--- config.mk ---
export PLATFORM = sky130hd
export DESIGN_NAME = tagStore
export DESIGN_NICKNAME = d
export VERILOG_FILES = /design/src/cacheTypesPkg.sv /design/src/tagStore.sv
export VERILOG_INCLUDE_DIRS = /design/src /design/src/src
export SDC_FILE = /design/constraint.sdc
export NUM_CORES = 2
export LEC_CHECK = 0
export BUFFER_PORTS_ARGS = -buffer_cell sky130_fd_sc_hd__clkbuf_2
export CAP_MARGIN = 20
export CORE_MARGIN = 8
export CORE_UTILIZATION = 63
export DETAILED_ROUTE_END_ITERATION = 6
export GPL_ROUTABILITY_DRIVEN = 1
export PLACE_DENSITY = 0.76
export SYNTH_ARGS = -nofsm -noshare
export SYNTH_HDL_FRONTEND = slang
export SYNTH_SLANG_ARGS = --single-unit
--- constraint.sdc ---
create_clock -name clk -period 2.6 [get_ports clk]
set_input_delay 0.52 -clock clk [delete_from_list [all_inputs] [get_ports clk]]
set_output_delay 0.52 -clock clk [all_outputs]
set_load 0.03 [all_outputs]
--- src/iCache_cfg.svh ---
`ifndef ICACHE_CFG_SVH
`define ICACHE_CFG_SVH

// byte address width seen by the core
`define ICACHE_ADDR_W 32

// one fetch word
`define ICACHE_XLEN 64

// sets per way
`define ICACHE_SETS 64

// words per line at one per memory beat
`define ICACHE_LINE_BEATS 4

// credits the core holds after reset and the request queue depth
`define ICACHE_REQ_CREDITS 2

`endif
--- src/cacheTypesPkg.sv ---
`default_nettype none

`include "iCache_cfg.svh"

package cacheTypesPkg;

  // address split from the top into tag, index, word select and byte offset
  localparam int OFFSET_W = $clog2(`ICACHE_LINE_BEATS * `ICACHE_XLEN / 8);
  localparam int INDEX_W  = $clog2(`ICACHE_SETS);
  localparam int TAG_W    = `ICACHE_ADDR_W - INDEX_W - OFFSET_W;
  localparam int WSEL_W   = $clog2(`ICACHE_LINE_BEATS);
  localparam int BYTE_W   = OFFSET_W - WSEL_W;

  typedef logic [TAG_W-1:0]        tagT;
  typedef logic [INDEX_W-1:0]      indexT;
  typedef logic [WSEL_W-1:0]       wordSelT;
  typedef logic [`ICACHE_XLEN-1:0] wordT;

  typedef wordT [`ICACHE_LINE_BEATS-1:0] lineT;
  // way 1 in the upper slot
  typedef lineT [1:0] linePairT;

  typedef struct packed {
    tagT               tag;
    indexT             index;
    wordSelT           wordSel;
    logic [BYTE_W-1:0] byteOff;
  } addrT;

  typedef struct packed {
    addrT addr;
  } cacheReqT;

  typedef struct packed {
    wordT data;
    addrT addr;
  } cacheRspT;

  // registered tag store output for both ways
  typedef struct packed {
    logic [1:0] valid;
    tagT [1:0]  tag;
  } tagRdT;

  typedef struct packed {
    logic       valid;
    cacheReqT   req;
    tagT [1:0]  tag;
    logic [1:0] wayValid;
  } lookupT;

  typedef enum logic [1:0] {
    RUN,
    REFILL,
    REPLAY
  } ctrlStateE;

endpackage

`default_nettype wire

--- src/tagStore.sv ---
`timescale 1ns/10ps
`default_nettype none

`include "iCache_cfg.svh"

module tagStore (
  input  logic                  clk,
  input  logic                  rst_n,
  input  logic                  rdEn_i,
  input  cacheTypesPkg::indexT  rdIndex_i,
  output cacheTypesPkg::tagRdT  tagRd_o,
  input  logic                  wrEn_i,
  input  logic                  wrWay_i,
  input  cacheTypesPkg::indexT  wrIndex_i,
  input  cacheTypesPkg::tagT    wrTag_i
);
  import cacheTypesPkg::*;

  tagT                          tagArr [2][`ICACHE_SETS];
  logic [1:0][`ICACHE_SETS-1:0] validArr;

  logic [1:0] rdValidQ;
  tagT [1:0]  rdTagQ;

  // a fill marks its way valid until the next reset
  always_ff @(posedge clk or negedge rst_n) begin
    if (!rst_n) begin
      validArr <= '0;
    end else if (wrEn_i) begin
      validArr[wrWay_i][wrIndex_i] <= 1'b1;
    end
  end

  always_ff @(posedge clk) begin
    if (wrEn_i) begin
      tagArr[wrWay_i][wrIndex_i] <= wrTag_i;
    end
  end

  // registered read of both ways
  always_ff @(posedge clk or negedge rst_n) begin
    if (!rst_n) begin
      rdValidQ <= '0;
    end else if (rdEn_i) begin
      for (int w = 0; w < 2; w++) begin
        rdValidQ[w] <= validArr[w][rdIndex_i];
      end
    end
  end

  always_ff @(posedge clk) begin
    if (rdEn_i) begin
      for (int w = 0; w < 2; w++) begin
        rdTagQ[w] <= tagArr[w][rdIndex_i];
      end
    end
  end

  always_comb begin
    tagRd_o.valid = rdValidQ;
    tagRd_o.tag   = rdTagQ;
  end

endmodule

`default_nettype wire

* After elaboration in Yosys (flattened, before gate mapping)
Memories as Yosys holds them, arrays and structs flattened.
Cells that the tools add are included.
** Word-level totals
- Input bits :: 38
- Latch bits :: 0
- Register bits :: 172
- Output and inout bits :: 44
- Memories kept :: 1
- RAM bits :: 2688
- Bits in read-only memories :: 0
** Memories
- tagArr :: depth 2, width 1344, read ports 2, clocked after memory_dff 0, wr ports 1, line tagStore.sv:19 : tagT tagArr [2][`ICACHE_SETS];
** Cells by class
- Multipliers :: 0
- Order comparisons :: 8
- Reductions and logical operators :: 3
- Mux-type cells :: 18
- Eq/ne operators :: 0
- Shifts and indexed selects :: 0
- Add/subtract/negate cells :: 0
- Bitwise operators :: 3
- Divide/modulo/power cells :: 0
** Operators by type and width (count)
- 1344-bit two-way mux :: 1
- 21-bit binary-select mux with 6-bit select :: 2
- 128-bit bitwise OR :: 1
- 21-bit demux with 6-bit select :: 1
- 21-bit two-way mux :: 5
- 64-bit demux with 1-bit select :: 1
- 64-bit two-way mux :: 1
- 7-bit >= comparator (second input constant) :: 2
- 6-bit by 7-bit less-than comparator with 1-bit output (second input constant) :: 2
- 6-bit inverter with 7-bit output :: 2
- 1-bit binary-select mux with 6-bit select :: 2
- 7-bit by 1-bit less-than comparator with 1-bit output (second input constant) :: 1
- 1-bit demux with 6-bit select :: 1
- 6-bit by 1-bit >= comparator with 1-bit output (second input constant) :: 1
- 1-bit two-way mux :: 4
- 1-bit logical AND :: 3
- 1-bit by 2-bit less-than comparator with 1-bit output (second input constant) :: 1
- 1-bit >= comparator (second input constant) :: 1

* Longest topological paths before layout
- Word-level depth :: 7
- Gate-level depth with buffers :: 11
- Gate-level depth less buffers :: 5

* Least setup slack after synthesis
OpenSTA, ideal clock, no wires.
- Kind :: input to register
- Start point :: in rdIndex_i[1]
- End point :: reg rdTagQ (netlist bit tagRd_o[20]), data pin
- Path slack :: 0.018 ns
- Arrival :: 2.323 ns
- Stages on the path :: 8
- Required time :: 2.341 ns
- Cells stage by stage :: buf_4 > buf_4 > buf_4 > buf_2 > buf_2 > mux4_2 > a22oi_1 > nand2_1
** On the way
- Word-level cells in the longest chain between the ends :: 4
** RTL lines
- from (decl) :: line tagStore.sv:10 : input cacheTypesPkg::indexT rdIndex_i,
- 6-bit inverter with 7-bit output (implied by the code) :: line tagStore.sv:54 : rdTagQ[w] <= tagArr[w][rdIndex_i];
- 21-bit binary-select mux with 6-bit select :: line tagStore.sv:54
- 21-bit two-way mux (implied by the code) (2 in series) :: line tagStore.sv:54
- to (signal, indexed assignment) :: line tagStore.sv:54
- to (decl) :: line tagStore.sv:23 : tagT [1:0] rdTagQ;
No other way between the ends. The select of a mux whose other input is x is not followed.
A chain may end at the register's enable or synchronous reset.

* Worst setup path in the final report
- Start point :: in rdIndex_i[0]
- End point :: reg rdTagQ (netlist bit tagRd_o[22]), data pin
Same word-level chain as after synthesis.

==> flow_summary.ini <==
[placement]
globalplace.congestion = 0.876
dp_cells = 7239
hpwl_mm = 165
numPortBuffers = 81
place_area_mm2 = 0.118

[outcome]
violations = design-rule violations, negative setup slack
outcome = complete, but fails checks

[pwr]
internal_power_mw = 77.6
p_leak_nw = 41.5
power_frac_comb = 0.058
p_clk_frac = 0.421
ir_drop_mv = 0.671
netSwitchingFraction = 0.212
seq_power_share = 0.521
powerDensity_mw_per_mm2 = 774
switchingPower_mw = 20.9

[setup_path]
r2r_start = tagArr[0][681]$_DFFE_PP_
worst_r2r_path_depth = 5
cp_max_fo = 37
r2r_slack_ns = 0.09
worstSetupPathType = input port to flop
end_kind = flop
critPathRequiredTime_ns = 3.25
startpoint_type = input port
r2r-end = tagRd_o[9]$_DFFE_PP_
arrival_ns = 3.26

[clocking]
clock-sinks = 2860
cts.htree.levels = 5
insertion_delay_ns = 0.94
cts_inserted_buffers = 291
cts_buffer_depth = 4
tritoncts = built
clkTransAtPathRegs_ns = 0.06
root_buffer = clkbuf_16

[floorplanning]
start_util = 0.633
rows = 152
design.core.area_mm2 = 0.171
die_w_um = 431
die_area_mm2 = 0.186
die_height_um = 431
io_pins = 82

[routing]
dr_wl_met3_mm = 37.6
drc_errors = 2
postRouteAntennaNets = 0
highest_layer = met5
drt_wl_total_mm = 303
vias = 55600
viasPerCell = 7.17
wl_met2_mm = 149
dr.pass1.iters = 7
wl_met1_mm = 102
first_iter_violations = 8574
wl_per_cell_um = 39.0

[finish]
instances_no_fill = 7758
syn2layout_area_growth_pct = 17.3
final_nets = 5266
drive_gt1_frac = 0.390
most-common-layout-cells = edfxtp_1 (2,730), mux4_2 (814), buf_4 (373)
fin_util = 0.742
fillers = 8590
final_cell_area_mm2 = 0.127
layout_commonest_cell = edfxtp_1

[synthesis]
syn-instance-count = 4526
synthFlopType = edfxtp_1
synth_edf_count = 2730
async_flop_share = 0.0455
yosysSeqAreaShare = 0.786
syn_nets = 4564
syn_area_per_cell_um2 = 24.0
yosys_register_bits = 2860
yosysUniqueCellTypes = 36
synth_area_mm2 = 0.108
ys_warn_count = 0

[global_routing]
grt_use_total = 0.326
grt_antenna_before_repair = 24
overflow = 0
grt_pass1_wl_mm = 426
grt_max_degree = 129
grt_pass1_vias = 57000

[hold_path]
hold_class = input port to flop
holdPathStages = 1
min_from = wrTag_i[19]
min_to = tagArr[0][1069]$_DFFE_PP_

[timing]
finalSetupViolCount = 1
maxSlewHeadroom = 0.430
timing.fmax_mhz = 383
finalHoldViolations = 0
setup_ws_ns = -0.00761
finalCritPeriodShare = 1.00
rsz0062_at_grt = no
layout_min_cycle_time_ns = 2.61
skew_ns = 0.0401
finalMaxSlewViolations = 0
worstMarginPinSlew_ns = 0.855

[run]
maxCapViolations = 0
==> cells by family after synthesis <==
| kind of cell | share of synthesized area |
|---|---|
| DFF | 0.786 |
| muxes | 0.171 |
| and+or+nand+nor | 0.0177 |
| buffers and inverters | 0.0106 |
| AOI/OAI and AO/OA | 0.0149 |
==> critical path: stages <==
cell and delay (ns):
buf_8 0.21, buf_12 0.22, buf_12 0.30, mux4_2 0.57, mux4_2 0.50, a22oi_1 0.71, nand2_1 0.13
==> cells in the mapped netlist (9+ instances only) <==
cell | instances | area share
edfxtp_1 | 2730 | 0.76
mux4_2 | 814 | 0.17
nor2_1 | 139 | 0.0048
dfrtp_1 | 130 | 0.030
or2_2 | 128 | 0.0074
clkbuf_1 | 109 | 0.0038
a22oi_1 | 97 | 0.0067
buf_2 | 80 | 0.0037
nand2_1 | 52 | 0.0018
a221oi_1 | 38 | 0.0031
nor2b_1 | 32 | 0.0018
a22o_1 | 26 | 0.0021
buf_4 | 25 | 0.0017
nand3_1 | 19 | 0.00088
mux2i_1 | 16 | 0.0015
buf_1 | 12 | 0.00042
a211oi_1 | 10 | 0.00069
buf_6 | 9 | 0.00093
==> worst max path at each step <==
stage / from / to / slack, ns / cells after the start
after floorplan: rdIndex_i[1] / tagRd_o[20]$_DFFE_PP_ / 0.02 / 8
after global placement: rdIndex_i[0] / tagRd_o[25]$_DFFE_PP_ / -0.89 / 8
after detailed placement: rdIndex_i[0] / tagRd_o[22]$_DFFE_PP_ / -0.91 / 7
after CTS: rdIndex_i[0] / tagRd_o[25]$_DFFE_PP_ / 0.07 / 8
after global routing: rdIndex_i[0] / tagRd_o[22]$_DFFE_PP_ / 0.01 / 7
final: rdIndex_i[0] / tagRd_o[22]$_DFFE_PP_ / -0.008 / 7
==> sequential cells by signal, summed over array words and instances (netlist names) <==
name,count
tagArr,2688
validArr,128
tagRd_o,42
rdValidQ,2
==> layout make-up <==
type	instances	area (µm²)	share of cell area
diodes	13	32.5	0.000256
clock inverters	139	1390	0.0109
inverters	1	3.75	0.0000295
clock buffers	361	7870	0.0618
flip-flops and latches	2860	85200	0.670
multi-input cells	1430	22500	0.177
repair buffers	644	7310	0.0575
well taps	2310	2890	0.0227
==> metal layers <==
layer	track usage	vias up
met1	0.430	29200
met3	0.0825	809
met2	0.525	4765
met5	0	-
met4	0.141	10
li1	-	20800
==> per-stage QoR <==
step           setup TNS [ns]  setup slack (ns)  hold slack [ns]  power (mW)
5_1_grt                     0            0.0126           0.0327         100
4_1_cts                     0            0.0679          0.00419        98.7
6_report             -0.00761          -0.00761           0.0599        98.5
2_1_floorplan               0            0.0178            0.224        54.9
3_3_place_gp           -17.29            -0.888            0.364        57.6
3_5_place_dp           -18.24            -0.905            0.364        57.8
==> power groups by stage <==
stage	Clock (mW)	Sequential, mW	Combinational [mW]
2_1_floorplan	0	52.2	2.68
3_3_place_gp	0	52.2	5.39
3_5_place_dp	0	52.2	5.54
4_1_cts	41.7	51.3	5.69
5_1_grt	43.3	51.3	5.94
6_report	41.5	51.3	5.72
==> repair_timing <==
item / in CTS / in global routing
setup endpoints to repair: 0 / 1
gates resized for setup: 0 / 1
hold buffers: 6 / 0
buffers inserted: 0 / 0
endpoints found under the hold margin: 190 / 0
No activity file was read; power rests on OpenSTA's default activity.
