$ cat config.mk
export PLATFORM = sky130hd
export DESIGN_NAME = missRefill
export DESIGN_NICKNAME = d
export VERILOG_FILES = /design/src/cacheTypesPkg.sv /design/src/memBusPkg.sv /design/src/missRefill.sv
export VERILOG_INCLUDE_DIRS = /design/src /design/src/src
export SDC_FILE = /design/constraint.sdc
export NUM_CORES = 1
export LEC_CHECK = 0
export ABC_AREA = 1
export ABC_CLOCK_PERIOD_IN_PS = 2300
export BUFFER_PORTS_ARGS = -buffer_cell sky130_fd_sc_hd__buf_2
export CAP_MARGIN = 20
export CORE_AREA = 2 2 86 88
export DETAILED_ROUTE_END_ITERATION = 10
export DIE_AREA = 0 0 88 90
export GPL_ROUTABILITY_DRIVEN = 0
export PLACE_DENSITY = 0.73
export SYNTH_ARGS = -nofsm -noshare
export SYNTH_HDL_FRONTEND = slang
export SYNTH_SLANG_ARGS = --single-unit
$ cat constraint.sdc
create_clock -name clk -period 2.3 [get_ports clk]
set_input_delay 0.23 -clock clk [delete_from_list [all_inputs] [get_ports clk]]
set_output_delay 0.23 -clock clk [all_outputs]
set_load 0.03 [all_outputs]
$ cat src/iCache_cfg.svh
`ifndef ICACHE_CFG_SVH
`define ICACHE_CFG_SVH

// byte address width seen by the core
`define ICACHE_ADDR_W 32

// one fetch word
`define ICACHE_XLEN 64

// sets per way
`define ICACHE_SETS 64

// words per line at one per memory beat
`define ICACHE_LINE_BEATS 4

// credits the core holds after reset and the request queue depth
`define ICACHE_REQ_CREDITS 2

`endif
$ cat src/cacheTypesPkg.sv
`default_nettype none

`include "iCache_cfg.svh"

package cacheTypesPkg;

  // address split from the top into tag, index, word select and byte offset
  localparam int OFFSET_W = $clog2(`ICACHE_LINE_BEATS * `ICACHE_XLEN / 8);
  localparam int INDEX_W  = $clog2(`ICACHE_SETS);
  localparam int TAG_W    = `ICACHE_ADDR_W - INDEX_W - OFFSET_W;
  localparam int WSEL_W   = $clog2(`ICACHE_LINE_BEATS);
  localparam int BYTE_W   = OFFSET_W - WSEL_W;

  typedef logic [TAG_W-1:0]        tagT;
  typedef logic [INDEX_W-1:0]      indexT;
  typedef logic [WSEL_W-1:0]       wordSelT;
  typedef logic [`ICACHE_XLEN-1:0] wordT;

  typedef wordT [`ICACHE_LINE_BEATS-1:0] lineT;
  // way 1 in the upper slot
  typedef lineT [1:0] linePairT;

  typedef struct packed {
    tagT               tag;
    indexT             index;
    wordSelT           wordSel;
    logic [BYTE_W-1:0] byteOff;
  } addrT;

  typedef struct packed {
    addrT addr;
  } cacheReqT;

  typedef struct packed {
    wordT data;
    addrT addr;
  } cacheRspT;

  // registered tag store output for both ways
  typedef struct packed {
    logic [1:0] valid;
    tagT [1:0]  tag;
  } tagRdT;

  typedef struct packed {
    logic       valid;
    cacheReqT   req;
    tagT [1:0]  tag;
    logic [1:0] wayValid;
  } lookupT;

  typedef enum logic [1:0] {
    RUN,
    REFILL,
    REPLAY
  } ctrlStateE;

endpackage

`default_nettype wire

$ cat src/memBusPkg.sv
`default_nettype none

package memBusPkg;

  // line address with the word and byte bits implied zero
  typedef struct packed {
    cacheTypesPkg::tagT   tag;
    cacheTypesPkg::indexT index;
  } memReqT;

  typedef struct packed {
    cacheTypesPkg::wordT data;
    logic                last;
  } memBeatT;

  typedef enum logic [1:0] {
    R_IDLE,
    R_REQ,
    R_BEATS,
    R_DONE
  } refillStateE;

endpackage

`default_nettype wire

$ cat src/missRefill.sv
`timescale 1ns/10ps
`default_nettype none

module missRefill (
  input  logic                   clk,
  input  logic                   rst_n,
  input  logic                   missStart_i,
  input  memBusPkg::memReqT      missReq_i,
  input  logic [1:0]             wayValid_i,
  output logic                   memReqValid_o,
  output memBusPkg::memReqT      memReq_o,
  input  logic                   memReqReady_i,
  input  logic                   memBeatValid_i,
  input  memBusPkg::memBeatT     memBeat_i,
  output logic                   tagWrEn_o,
  output cacheTypesPkg::tagT     tagWrTag_o,
  output logic                   dataWrEn_o,
  output cacheTypesPkg::wordSelT dataWrBeat_o,
  output cacheTypesPkg::wordT    dataWrData_o,
  output logic                   wrWay_o,
  output cacheTypesPkg::indexT   wrIndex_o,
  output logic                   refillDone_o
);
  import cacheTypesPkg::*;
  import memBusPkg::*;

  refillStateE state;
  refillStateE stateNext;
  memReqT      lineReq;
  logic        victimWay;
  logic        pickWay;
  wordSelT     beatCnt;
  logic [7:0]  lfsr;

  // empty way first or else the lfsr bit
  always_comb begin
    if (!wayValid_i[0]) begin
      pickWay = 1'b0;
    end else if (!wayValid_i[1]) begin
      pickWay = 1'b1;
    end else begin
      pickWay = lfsr[0];
    end
  end

  always_comb begin
    stateNext = state;
    case (state)
      R_IDLE:  if (missStart_i) stateNext = R_REQ;
      R_REQ:   if (memReqReady_i) stateNext = R_BEATS;
      R_BEATS: if (memBeatValid_i && memBeat_i.last) stateNext = R_DONE;
      R_DONE:  stateNext = R_IDLE;
      default: stateNext = R_IDLE;
    endcase
  end

  always_ff @(posedge clk or negedge rst_n) begin
    if (!rst_n) begin
      state     <= R_IDLE;
      victimWay <= 1'b0;
      beatCnt   <= '0;
      lfsr      <= 8'h01;
    end else begin
      state <= stateNext;
      if (state == R_IDLE && missStart_i) begin
        victimWay <= pickWay;
        // x^8 + x^6 + x^5 + x^4 + 1 stepped once per refill
        lfsr <= {lfsr[6:0], lfsr[7] ^ lfsr[5] ^ lfsr[4] ^ lfsr[3]};
      end
      if (state == R_REQ) begin
        beatCnt <= '0;
      end else if (dataWrEn_o) begin
        beatCnt <= beatCnt + 1'b1;
      end
    end
  end

  always_ff @(posedge clk) begin
    if (state == R_IDLE && missStart_i) begin
      lineReq <= missReq_i;
    end
  end

  assign memReqValid_o = (state == R_REQ);
  assign memReq_o      = lineReq;

  // beats land in order and the tag goes in last so the line turns valid complete
  assign dataWrEn_o   = (state == R_BEATS) && memBeatValid_i;
  assign dataWrBeat_o = beatCnt;
  assign dataWrData_o = memBeat_i.data;
  assign tagWrEn_o    = (state == R_DONE);
  assign tagWrTag_o   = lineReq.tag;
  assign wrWay_o      = victimWay;
  assign wrIndex_o    = lineReq.index;
  assign refillDone_o = (state == R_DONE);

  // memory must not stream beats before the request handshake or after last
  beatOnlyInBeats: assert property (
    @(posedge clk) disable iff (!rst_n) memBeatValid_i |-> (state == R_BEATS)
  ) else $error("missRefill: beat outside of a refill burst");

endmodule

`default_nettype wire

After elaboration in Yosys (flattened, before gate mapping)
Index checks and enable logic that the tools add are counted.
{ "word_totals": {"ff_bits": 40, "latchBits": 0, "mem_bits_rw": 0, "romBits": 0, "input_bits": 99, "out_inout_bits": 125, "word_cells": 30, "n_memories": 0} }
{ "op_classes": {"add_sub_neg": 1, "mul": 0, "div": 0, "n_lt_le_gt_ge": 0, "n_eq_ne": 6, "shifts": 0, "mux": 8, "n_bitwise": 3, "reduce_logical": 6} }
{ "ops": {"columns": ["cell", "count"], "rows": [
  ["$mux 2", 5],
  ["$pmux 2 s4", 1],
  ["$eq 2x2->1 const B", 2],
  ["$ne 2x2->1 const B", 2],
  ["$logic_and 1x1->1", 3],
  ["$reduce_and 3->1", 1],
  ["$xor 1x1->1", 3],
  ["$add 2x1->2 const B", 1],
  ["$eq 2x1->1 const B", 1],
  ["$logic_not 2->1", 1],
  ["$mux 1", 2],
  ["$ne 2x1->1 const B", 1],
  ["$reduce_bool 2->1", 1]
]} }

Depth between registers and ports, before layout
Gate-level depths: netlist (run 1).
{ "depth": {"ltp_word": 4, "ltp_mapped": 6, "depth_no_buf": 6} }

Least setup slack after synthesis (run 1)
No wires, ideal clock.
{ "synth_timing": {"path_kind": "flip-flop to flip-flop", "start": "reg state[0]", "end": "reg lineReq (netlist bit tagWrTag_o[0]) (enable)", "setup_time_ps": 370, "arrival_ps": 1120, "required_time_ps": 1930, "slack_ps": 810, "path_stages_with_launch": 5, "n_path_buf": 0, "synth_period_minus_slack_ps": 1490, "cell_sequence": "dfrtp_1 inv_1 ha_1 nand2_1 inv_2"} }
{ "synth_between": {"elab_chain_len": 2} }
{ "synth_rtl": {"columns": ["element", "line", "rtl"], "rows": [
  ["start: declaration", "missRefill.sv:27", "refillStateE state;"],
  ["start signal: assignment", "missRefill.sv:64", "state <= stateNext;"],
  ["$logic_not 2->1", "missRefill.sv:79", "if (state == R_IDLE && missStart_i) begin"],
  ["$logic_and 1x1->1", "missRefill.sv:79", null],
  ["end signal: assignment", "missRefill.sv:80", "lineReq <= missReq_i;"],
  ["end: declaration", "missRefill.sv:29", "memReqT lineReq;"]
]} }
Every way passes these cells.
A chain may end at the register's enable or synchronous reset.

Final worst setup path (run 1)
{ "layout_timing": {"start": "reg state[0]", "end": "out dataWrEn_o"} }
{ "layout_between": {"elab_chain_len": 2} }
{ "layout_rtl": {"columns": ["element", "line", "rtl"], "rows": [
  ["$eq 2x2->1", "missRefill.sv:88", "assign dataWrEn_o = (state == R_BEATS) && memBeatValid_i;"],
  ["$logic_and 1x1->1", "missRefill.sv:88", null],
  ["end: declaration", "missRefill.sv:17", "output logic dataWrEn_o,"]
]} }
Every way passes these cells.

==> impl_results.md, run 1 <==
* Outcome: finished clean
* Unique masters post-synth at 18
* GRT overflow at 0
* Crit path launch type: flop
* Reg clk slew, reported paths at approximately 80 ps
* Least-Margin Pin Slew at approximately 330 ps
* Nets at 318
* Clock Latency Late Sink at between 200 and 300 ps
* Commonest cells after routing, fill and taps aside: buf_2 (95), nand2_1 (33), edfxtp_1 (27)
* CTS tree: done
* Detail Route Antenna Nets at 0
* First-pass GRT wire length at roughly 5200 um
* Critical Setup Path Class: flop to primary output
* Commonest non-fill, non-tap cell in the layout: buf_2
* Placed cell count at between 300 and 400
* WHS at about 120 ps
* GRT Util Overall at under 10%
* Worst-path maximum fanout at 4
* Largest net degree at the start of global routing at 20
* Final wirelength at ~3600 um
* Setup TNS Final at 0 ps
* P_leak at ~1.1 nW
* Setup WS post-layout at 727.4 ps
* Post-Syn Area at 2191 sq um
* Core ar. at 7020 sq um
* Antenna cells at 0
* Max Slew Vio Count at 0
* CTS Sinks at 40
* Hold Path Class: primary input to flop
* Ports at between 200 and 250
* Cell taking the most area after synthesis: edfxtp_1
* Final core occ at 31.44%
* Tcrit/Tclk final at roughly two thirds
* CP arrival at roughly 1300 ps
* Total power at approximately 2.7 mW
* Post-Route Skew at a little over 8 ps
* Initial Util at between 30% and 40%
* Vias per inst at 4.016
* Cell area after layout at around 2200 sq um
* Post-synthesis cell count at ~200
* Total number of vias at 1,265
* PostCTS Resize Cnt at 0
* Die Area at 7920 sq um
* Max-cap violations at 0
* Register-to-Register Setup Slack at 750 ps
* Post-route non-filler standard cell count at around 320
* Row cnt at 31
* VDD IR max at 0.3412 mV
* Area Overhead vs Synth at 0.7426%
* Root Buffer: clkbuf_8
* Fin crit period at around 1600 ps
* Sequential area share after synthesis at between 50% and 60%
* DRT iter0 DRCs at 45
* Final Hold Viols at 0
* Die height at roughly 90 um
* DRC at 0
* Port Buffer Count at between 90 and 100
* Layout cells sized above 1 at a little over half
* Initial antenna violation count at 0
* Power Density at approximately 1200 nW/um^2
* HPWL after DPL at between 2000 and 3000 um
* Number of CTS-inserted buffers at 5
* Top area cells in the synthesized netlist: edfxtp_1 (37%), buf_4 (32%), dfrtp_1 (14%)
* Critical path required time at about 2100 ps
* Max Clk Rate at ~640 MHz
* Placement-stage cell area at between 2000 and 2500 sq um
* # H-tree levels at 2
* Die W at between 80 and 90 um
* Crit. End Element: primary output
* Vias in the first global route at 1,113
* Net count after synthesis at just over 300
* FF+latch count, synth at 40
* First-pass DRT Iterations at 4
* Mean area per synthesized cell at approximately 11 sq um
* Unrepaired setup endpoints after global routing: false
* Worst rel slew slack at between 70% and 80%
* Pre-CTS WS at roughly 740 ps
* Final setup vio count at 0
* Clock buffer depth at 2
* Drt wl/cell at approximately 11 um
* YS warnings at 0
* Synth top area share at between 30 and 40%
-- cells in the mapped netlist --
master and n:
buf_4 92, nand2_1 33, edfxtp_1 27, dfrtp_1 12, inv_1 11, ha_1 4, nor2_1 4, o21ai_2 4
inv_2 3, nand3_1 2, nand3_2 2, o21ai_0 2, o21ai_1 2, a21oi_1 1, buf_6 1, dfstp_2 1
nor3b_2 1, o21a_1 1
-- registers in the layout, indices dropped and copies added, names as in the netlist --
register	cells
tagWrTag_o	21
lfsr	8
wrIndex_o	6
dataWrBeat_o	2
state	2
wrWay_o	1
-- area by class of cell --
class	count	area (sq um)
fill	707	4813
sequential	40	1137
timing repair buffer	98	513.0
multi-input combinational	56	299.0
tap	99	123.9
clock buffer	7	76.32
inverter	14	52.55
clock inverter	1	5.005
-- final timing paths --
| check | start | end | depth (start not counted) |
|---|---|---|---|
| worst max-delay path | state[0] | dataWrEn_o | 5 |
| worst min register to register | lfsr[0] | lfsr[0] | 2 |
| max in group asynchronous | rst_n | lfsr[0] | 2 |
| min in group asynchronous | rst_n | wrWay_o | 2 |
| worst max register to register | state[0] | tagWrTag_o[15] | 5 |
| worst min-delay path | missReq_i[25] | tagWrTag_o[19] | 1 |
-- kinds of logic after synthesis --
kind of cell	after synthesis	synth area share, %
flip-flops	40	51.91
adder cells (fa/ha/maj)	4	2.285
AO/OA/AOI/OAI	10	3.084
AND/OR/NAND/NOR	42	8.281
buffers and inverters	107	34.44
-- layer usage --
metal / up-vias / global-route usage (%) / routed length [um] / part of all wire [%]
met5: - / 0 / 0 / 0
met4: 0 / 3.077 / 44 / 1.2
met3: 9 / 5.877 / 433 / 12
met2: 105 / 13.83 / 1729 / 49
met1: 580 / 8.839 / 1352 / 38
li1: 571 / - / - / -
-- repair_timing --
action | 4_1_cts | 5_1_grt
setup buffers | 0 | 0
endpoints found under the hold margin | 12 | 0
hold buffers | 1 | 0
-- worst max-delay path, cell delays in order (launching register included) --
cell and delay [ps]:
dfrtp_1 420, inv_1 90, ha_1 230, nand2_1 80, inv_2 50, buf_2 180
-- report_power, final --
| part | switching, mW | leakage, nW | internal, mW | total, mW |
|---|---|---|---|---|
| registers | 0.105 | 0.417 | 0.991 | 1.10 |
| clock network | 0.222 | 0.0422 | 0.213 | 0.435 |
| logic | 0.798 | 0.610 | 0.334 | 1.13 |
(Power assumes the default switching activity.)
==> run 2, diff against run 1 <==
--- a/config.mk
+++ b/config.mk
@@ -7,7 +7,7 @@
 export NUM_CORES = 1
 export LEC_CHECK = 0
 export ABC_AREA = 1
-export ABC_CLOCK_PERIOD_IN_PS = 2300
+export ABC_CLOCK_PERIOD_IN_PS = 1500
 export BUFFER_PORTS_ARGS = -buffer_cell sky130_fd_sc_hd__buf_2
 export CAP_MARGIN = 20
 export CORE_AREA = 2 2 86 88
==> constraint.sdc (replaced) <==
create_clock -name clk -period 1.5 [get_ports clk]
set_input_delay 0.15 -clock clk [delete_from_list [all_inputs] [get_ports clk]]
set_output_delay 0.15 -clock clk [all_outputs]
set_load 0.03 [all_outputs]
==> run 2 against run 1 <==
  * Clock skew decreased by 4.1 ps
  * Critical endpoint is now memReqValid_o
  * Sequential share of layout area decreased by 0.97 points
  * Via count decreased by 1.3%
  * Largest cell class unchanged
  * Wire length decreased by 2.7%
  * Clock power increased by 50%
  * Final cell count increased by 0.63%
  * Combinational power increased by 62%
  * Core utilization increased by 0.61 points
  * Largest power group unchanged
  * Sequential power increased by 53%
  * Register-to-register slack got worse by 630 ps
  * Die area unchanged
  * Global-route usage decreased by 0.49 points
==> impl_results.md, run 2 (synthesis results as in run 1) <==
* P_leak at between 1 and 1.5 nW
* DRT iter0 DRCs at 33
* Initial antenna violation count at 0
* Register-to-Register Setup Slack at approximately 120 ps
* DRC at 0
* # H-tree levels at 2
* Die Area at approximately 7900 sq um
* Post-Route Skew at a little over 4 ps
* Die W at about 90 um
* Critical R2R Capture: wrIndex_o[2]
* CTS Sinks at 40
* Fin crit period at roughly 1400 ps
* Vias in the first global route at 1,121
* Vias per inst at between 3 and 4
* Clock buffer depth at 2
* Area Overhead vs Synth at 2.684%
* HPWL after DPL at 2786 um
* Critical Setup Path Class: flop to primary output
* Commonest cells after routing, fill and taps aside: buf_2 (94), nand2_1 (33), edfxtp_1 (27)
* Ports at 224
* Clock Latency Late Sink at ~280 ps
* Hold Path Class: primary input to flop
* Setup TNS Final at 0 ps
* First-pass GRT wire length at ~5000 um
* Worst Hold Launch: missReq_i[10]
* Largest net degree at the start of global routing at 20
* Worst hold endpoint: tagWrTag_o[4]
* Die height at 90 um
* GRT overflow at 0
* Total number of vias at ~1,200
* Final setup vio count at 0
* Final core occ at between 30 and 40%
* Outcome: finished clean
* Unrepaired setup endpoints after global routing: false
* Critical R2R Launch: state[1]
* Number of CTS-inserted buffers at 5
* Critical path required time at approximately 1400 ps
* Reg2reg path depth at 5
* Crit. End Element: primary output
* Worst rel slew slack at between 70% and 80%
* Nets at 320
* Power Density at 1849 nW/um^2
* WHS Path Cells at 1
* Detail Route Antenna Nets at 0
* Initial Util at 31.21%
* CP arrival at between 1000 and 1500 ps
* Antenna cells at 0
* GRT Util Overall at 8.147%
* Reg clk slew, reported paths at ~70 ps
* Drt wl/cell at 10.93 um
* First-pass DRT Iterations at 4
* VDD IR max at roughly 0.47 mV
* Core ar. at 7020 sq um
* Final wirelength at approximately 3500 um
* Root Buffer: clkbuf_8
* Max-cap violations at 0
* CTS tree: done
* Final Hold Viols at 0
* Worst-path maximum fanout at 4
* Least-Margin Pin Slew at between 300 and 400 ps
* Crit path launch type: flop
* Layout cells sized above 1 at a little over half
* Tcrit/Tclk final at a little over nine tenths
* Max Clk Rate at roughly 710 MHz
* Commonest non-fill, non-tap cell in the layout: buf_2
* Row cnt at 31
* Max reg flops at 21
* Max Slew Vio Count at 0
* Port Buffer Count at 95
## run 2: repair_timing
action,in CTS,in global routing
hold buffers,1,0
pin swaps,0,0
buffers inserted,0,1
setup endpoints to repair,1,1
gates resized for setup,1,2
endpoints found under the hold margin,12,0
cloned,0,0
## run 2: worst max-delay path: stages (launching register included)
cell     delay, ps
dfrtp_1        430
inv_1          110
ha_1           220
buf_2          220
## run 2: cell type report
class	count	area, sq um
Multi-Input combinational cell	56	311.5
Clock buffer	7	76.32
Sequential cell	40	1137
Inverter	14	52.55
Timing Repair Buffer	100	543.0
Clock inverter	1	5.005
Fill cell	716	4771
Tap cell	99	123.9
## run 2: worst max-delay path by stage
stage              from       endpoint  slack, ps  cells past startpoint
6_report       state[1]  memReqValid_o         90                      3
5_1_grt        state[1]  memReqValid_o          4                      3
4_1_cts        state[0]     dataWrEn_o         10                      5
3_5_place_dp   state[0]  tagWrTag_o[3]        150                      5
3_3_place_gp   state[0]  tagWrTag_o[3]        190                      5
2_1_floorplan  state[0]  tagWrTag_o[0]         10                      4
## run 2: layer usage
metal | GRT usage (%) | vias up | routed length (um)
li1 | - | 575 | -
met1 | 7.626 | 558 | 1224
met2 | 13.38 | 106 | 1688
met3 | 6.336 | 9 | 514
met4 | 2.692 | 0 | 37
met5 | 0 | - | 0
## run 2: power breakdown
part | leakage, nW | switching (mW) | internal, mW
sequential | 0.417 | 0.163 | 1.52
clock | 0.0422 | 0.327 | 0.326
combinational | 0.623 | 1.25 | 0.579
total | 1.08 | 1.74 | 2.42
## run 2: through the flow
stage / hold slack, ps / std cells / total power [mW] / instance area (sq um) / setup WS (ps)
2_1_floorplan: -145.6 / 203 / 3.450 / 2191 / 9.585
3_3_place_gp: 57.02 / 307 / 3.456 / 2136 / 192.0
3_5_place_dp: 63.33 / 307 / 3.502 / 2136 / 151.2
4_1_cts: 27.76 / 316 / 4.179 / 2230 / 13.61
5_1_grt: 23.90 / 317 / 4.439 / 2250 / 3.760
6_report: 43.06 / 317 / 4.160 / 2250 / 86.73
==> run 3, diff against run 2 <==
--- a/config.mk
+++ b/config.mk
@@ -15,6 +15,7 @@
 export DIE_AREA = 0 0 88 90
 export GPL_ROUTABILITY_DRIVEN = 0
 export PLACE_DENSITY = 0.73
+export REMOVE_ABC_BUFFERS = 1
 export SYNTH_ARGS = -nofsm -noshare
 export SYNTH_HDL_FRONTEND = slang
 export SYNTH_SLANG_ARGS = --single-unit
==> run 3 against run 2 <==
  * Clock power grew 6.3%
  * First-iteration DRC count grew 150%
  * Hold slack lost 13 ps
  * Combinational power grew 3%
  * Register-to-register slack lost 20 ps
  * Die area is the same
  * Core utilization is essentially flat
  * Highest routed layer is now met5
==> impl_results.md, run 3 (synthesis results as in run 1) <==
* Critical Path Start: state[1]
* Reg area at between 1000 and 1500 sq um
* Max reg flops at 21
* WHS Path Cells at 1
* Register-to-Register Setup Slack at 100 ps
* Die Area at roughly 7900 sq um
* Largest stage delay, worst path at approximately 450 ps
* # H-tree levels at 2
* Placed cell count at 307
* Number of CTS-inserted buffers at 5
* Ports at between 200 and 250
* Post-Route Skew at about 9.4 ps
* Tcrit/Tclk final at a little over nine tenths
* Outcome: finished clean
* Clock network power share at between 10% and 20%
* Fin crit period at 1447 ps
* Drt wl/cell at between 30 and 40 um
* Worst-path maximum fanout at 4
* P_leak at approximately 1.1 nW
* Clock buffer depth at 2
* Core ar. at approximately 7000 sq um
* GRT overflow at 0
* VDD IR max at roughly 1.1 mV
* Critical Setup Path Class: flop to primary output
* Crit path launch type: flop
* Worst Setup EP: memReqValid_o
* Vias per inst at approximately 4.3
* Detail Route Antenna Nets at 0
* Clock Latency Late Sink at ~290 ps
* Cell Int Power at between 2 and 2.5 mW
* Commonest cells after routing, fill and taps aside: buf_2 (94), nand2_1 (33), edfxtp_1 (27)
* Max Clk Rate at ~700 MHz
* Top Family by Delay on Critical Path: flip-flops
* Reg clk slew, reported paths at ~80 ps
* First-pass GRT wire length at between 10,000 and 15,000 um
* Layout cells sized above 1 at between 50% and 60%
* Critical R2R Capture: tagWrTag_o[5]
* Die W at roughly 88 um
* Initial antenna violation count at 0
* Die height at 90 um
* Unrepaired setup endpoints after global routing: true
* Antenna cells at 0
* CP arrival at roughly 1300 ps
* Reg2reg path depth at 5
* Least-Margin Pin Slew at ~340 ps
* Port Buffer Count at 95
* Vias in the first global route at roughly 1,400
* Register share of total power at between 30% and 40%
* Nets at 320
* CTS Sinks at 40
* Critical R2R Launch: state[1]
* Row cnt at 31
* Critical path depth in cells at 3
* Number of fillers in the final layout at around 740
* Comb pwr share at a little over two fifths
* Root Buffer: clkbuf_8
* First-pass DRT Iterations at 7
* Max-cap violations at 0
* Total number of vias at about 1,400
* Sw Share at ~44%
* Hold Path Class: primary input to flop
* Commonest non-fill, non-tap cell in the layout: buf_2
* Crit. End Element: primary output
* Buf/Inv on CP at 2
* Crit-path slowest cell: dfrtp_1
* Total power at about 4.3 mW
* Initial Util at a little under a third
* WHS at between 20 and 30 ps
* Power Density at around 1900 nW/um^2
* Post-route non-filler standard cell count at around 320
* Final setup vio count at 0
* DRC at 0
* GRT Util Overall at between 20% and 30%
* Critical path required time at around 1400 ps
* Worst rel slew slack at around 77%
* Area of the multi-input gates at ~310 sq um
* Crit-path cells: inv_1 -> ha_2 -> buf_2
* Area Overhead vs Synth at 2.570%
* Largest net degree at the start of global routing at 22
* Final Hold Viols at 0
* Max Slew Vio Count at 0
* CTS tree: done
* HPWL after DPL at ~8500 um
* DRT iter0 DRCs at between 80 and 90
* Sw power at approximately 1.9 mW
* Final wirelength at 9664 um
## run 3: layout make-up
cell class | count | area share (%)
Clock inverter | 2 | 0.5568
Inverter | 14 | 2.339
Clock buffer | 6 | 3.229
Tap cell | 99 | 5.512
Sequential cell | 40 | 50.61
Timing Repair Buffer | 100 | 23.77
Multi-Input combinational cell | 56 | 13.98
## run 3: power groups by stage
stage	clock [mW]	combinational (mW)	sequential [mW]
after global placement	0	1.79	1.72
after CTS	0.723	1.85	1.71
final	0.694	1.88	1.71
after floorplan	0	0.659	2.27
after global routing	0.759	2.06	1.75
after detailed placement	0	1.84	1.73
## run 3: repair_timing
action                     in CTS  in global routing
hold endpoints to repair       12                  0
setup endpoints to repair       1                 10
hold buffers                    1                  0
pin swaps                       0                  0
gates resized for setup         1                  5
setup buffers                   0                  1
## run 3: stage by stage
| stage | setup TNS, ps | utilization (%) | instance area, sq um | setup WS, ps |
|---|---|---|---|---|
| 3_5_place_dp | 0 | 30.24 | 2123 | 125.4 |
| 5_1_grt | -176.1 | 32.01 | 2247 | -18.13 |
| 3_3_place_gp | 0 | 30.24 | 2123 | 189.0 |
| 4_1_cts | 0 | 31.63 | 2221 | 15.28 |
| 6_report | 0 | 32.01 | 2247 | 53.17 |
| 2_1_floorplan | -5696 | - | 1489 | -196.1 |
## run 3: per-layer routing
layer	global-route usage (%)	share of wire [%]	up-vias
met5	3.497	0.39	-
met4	2.436	0.54	2
met3	30.03	28	16
met2	29.99	38	181
met1	25.06	32	593
li1	-	-	576
## run 3: worst min-delay path by stage
stage                  startpoint         endpoint  slack (ps)
floorplan                   rst_n  dataWrBeat_o[0]        -150
global placement            rst_n          wrWay_o          60
detailed placement          rst_n          wrWay_o          60
CTS                 missReq_i[26]   tagWrTag_o[20]          20
global route        missReq_i[26]   tagWrTag_o[20]          10
finish              missReq_i[26]   tagWrTag_o[20]          30
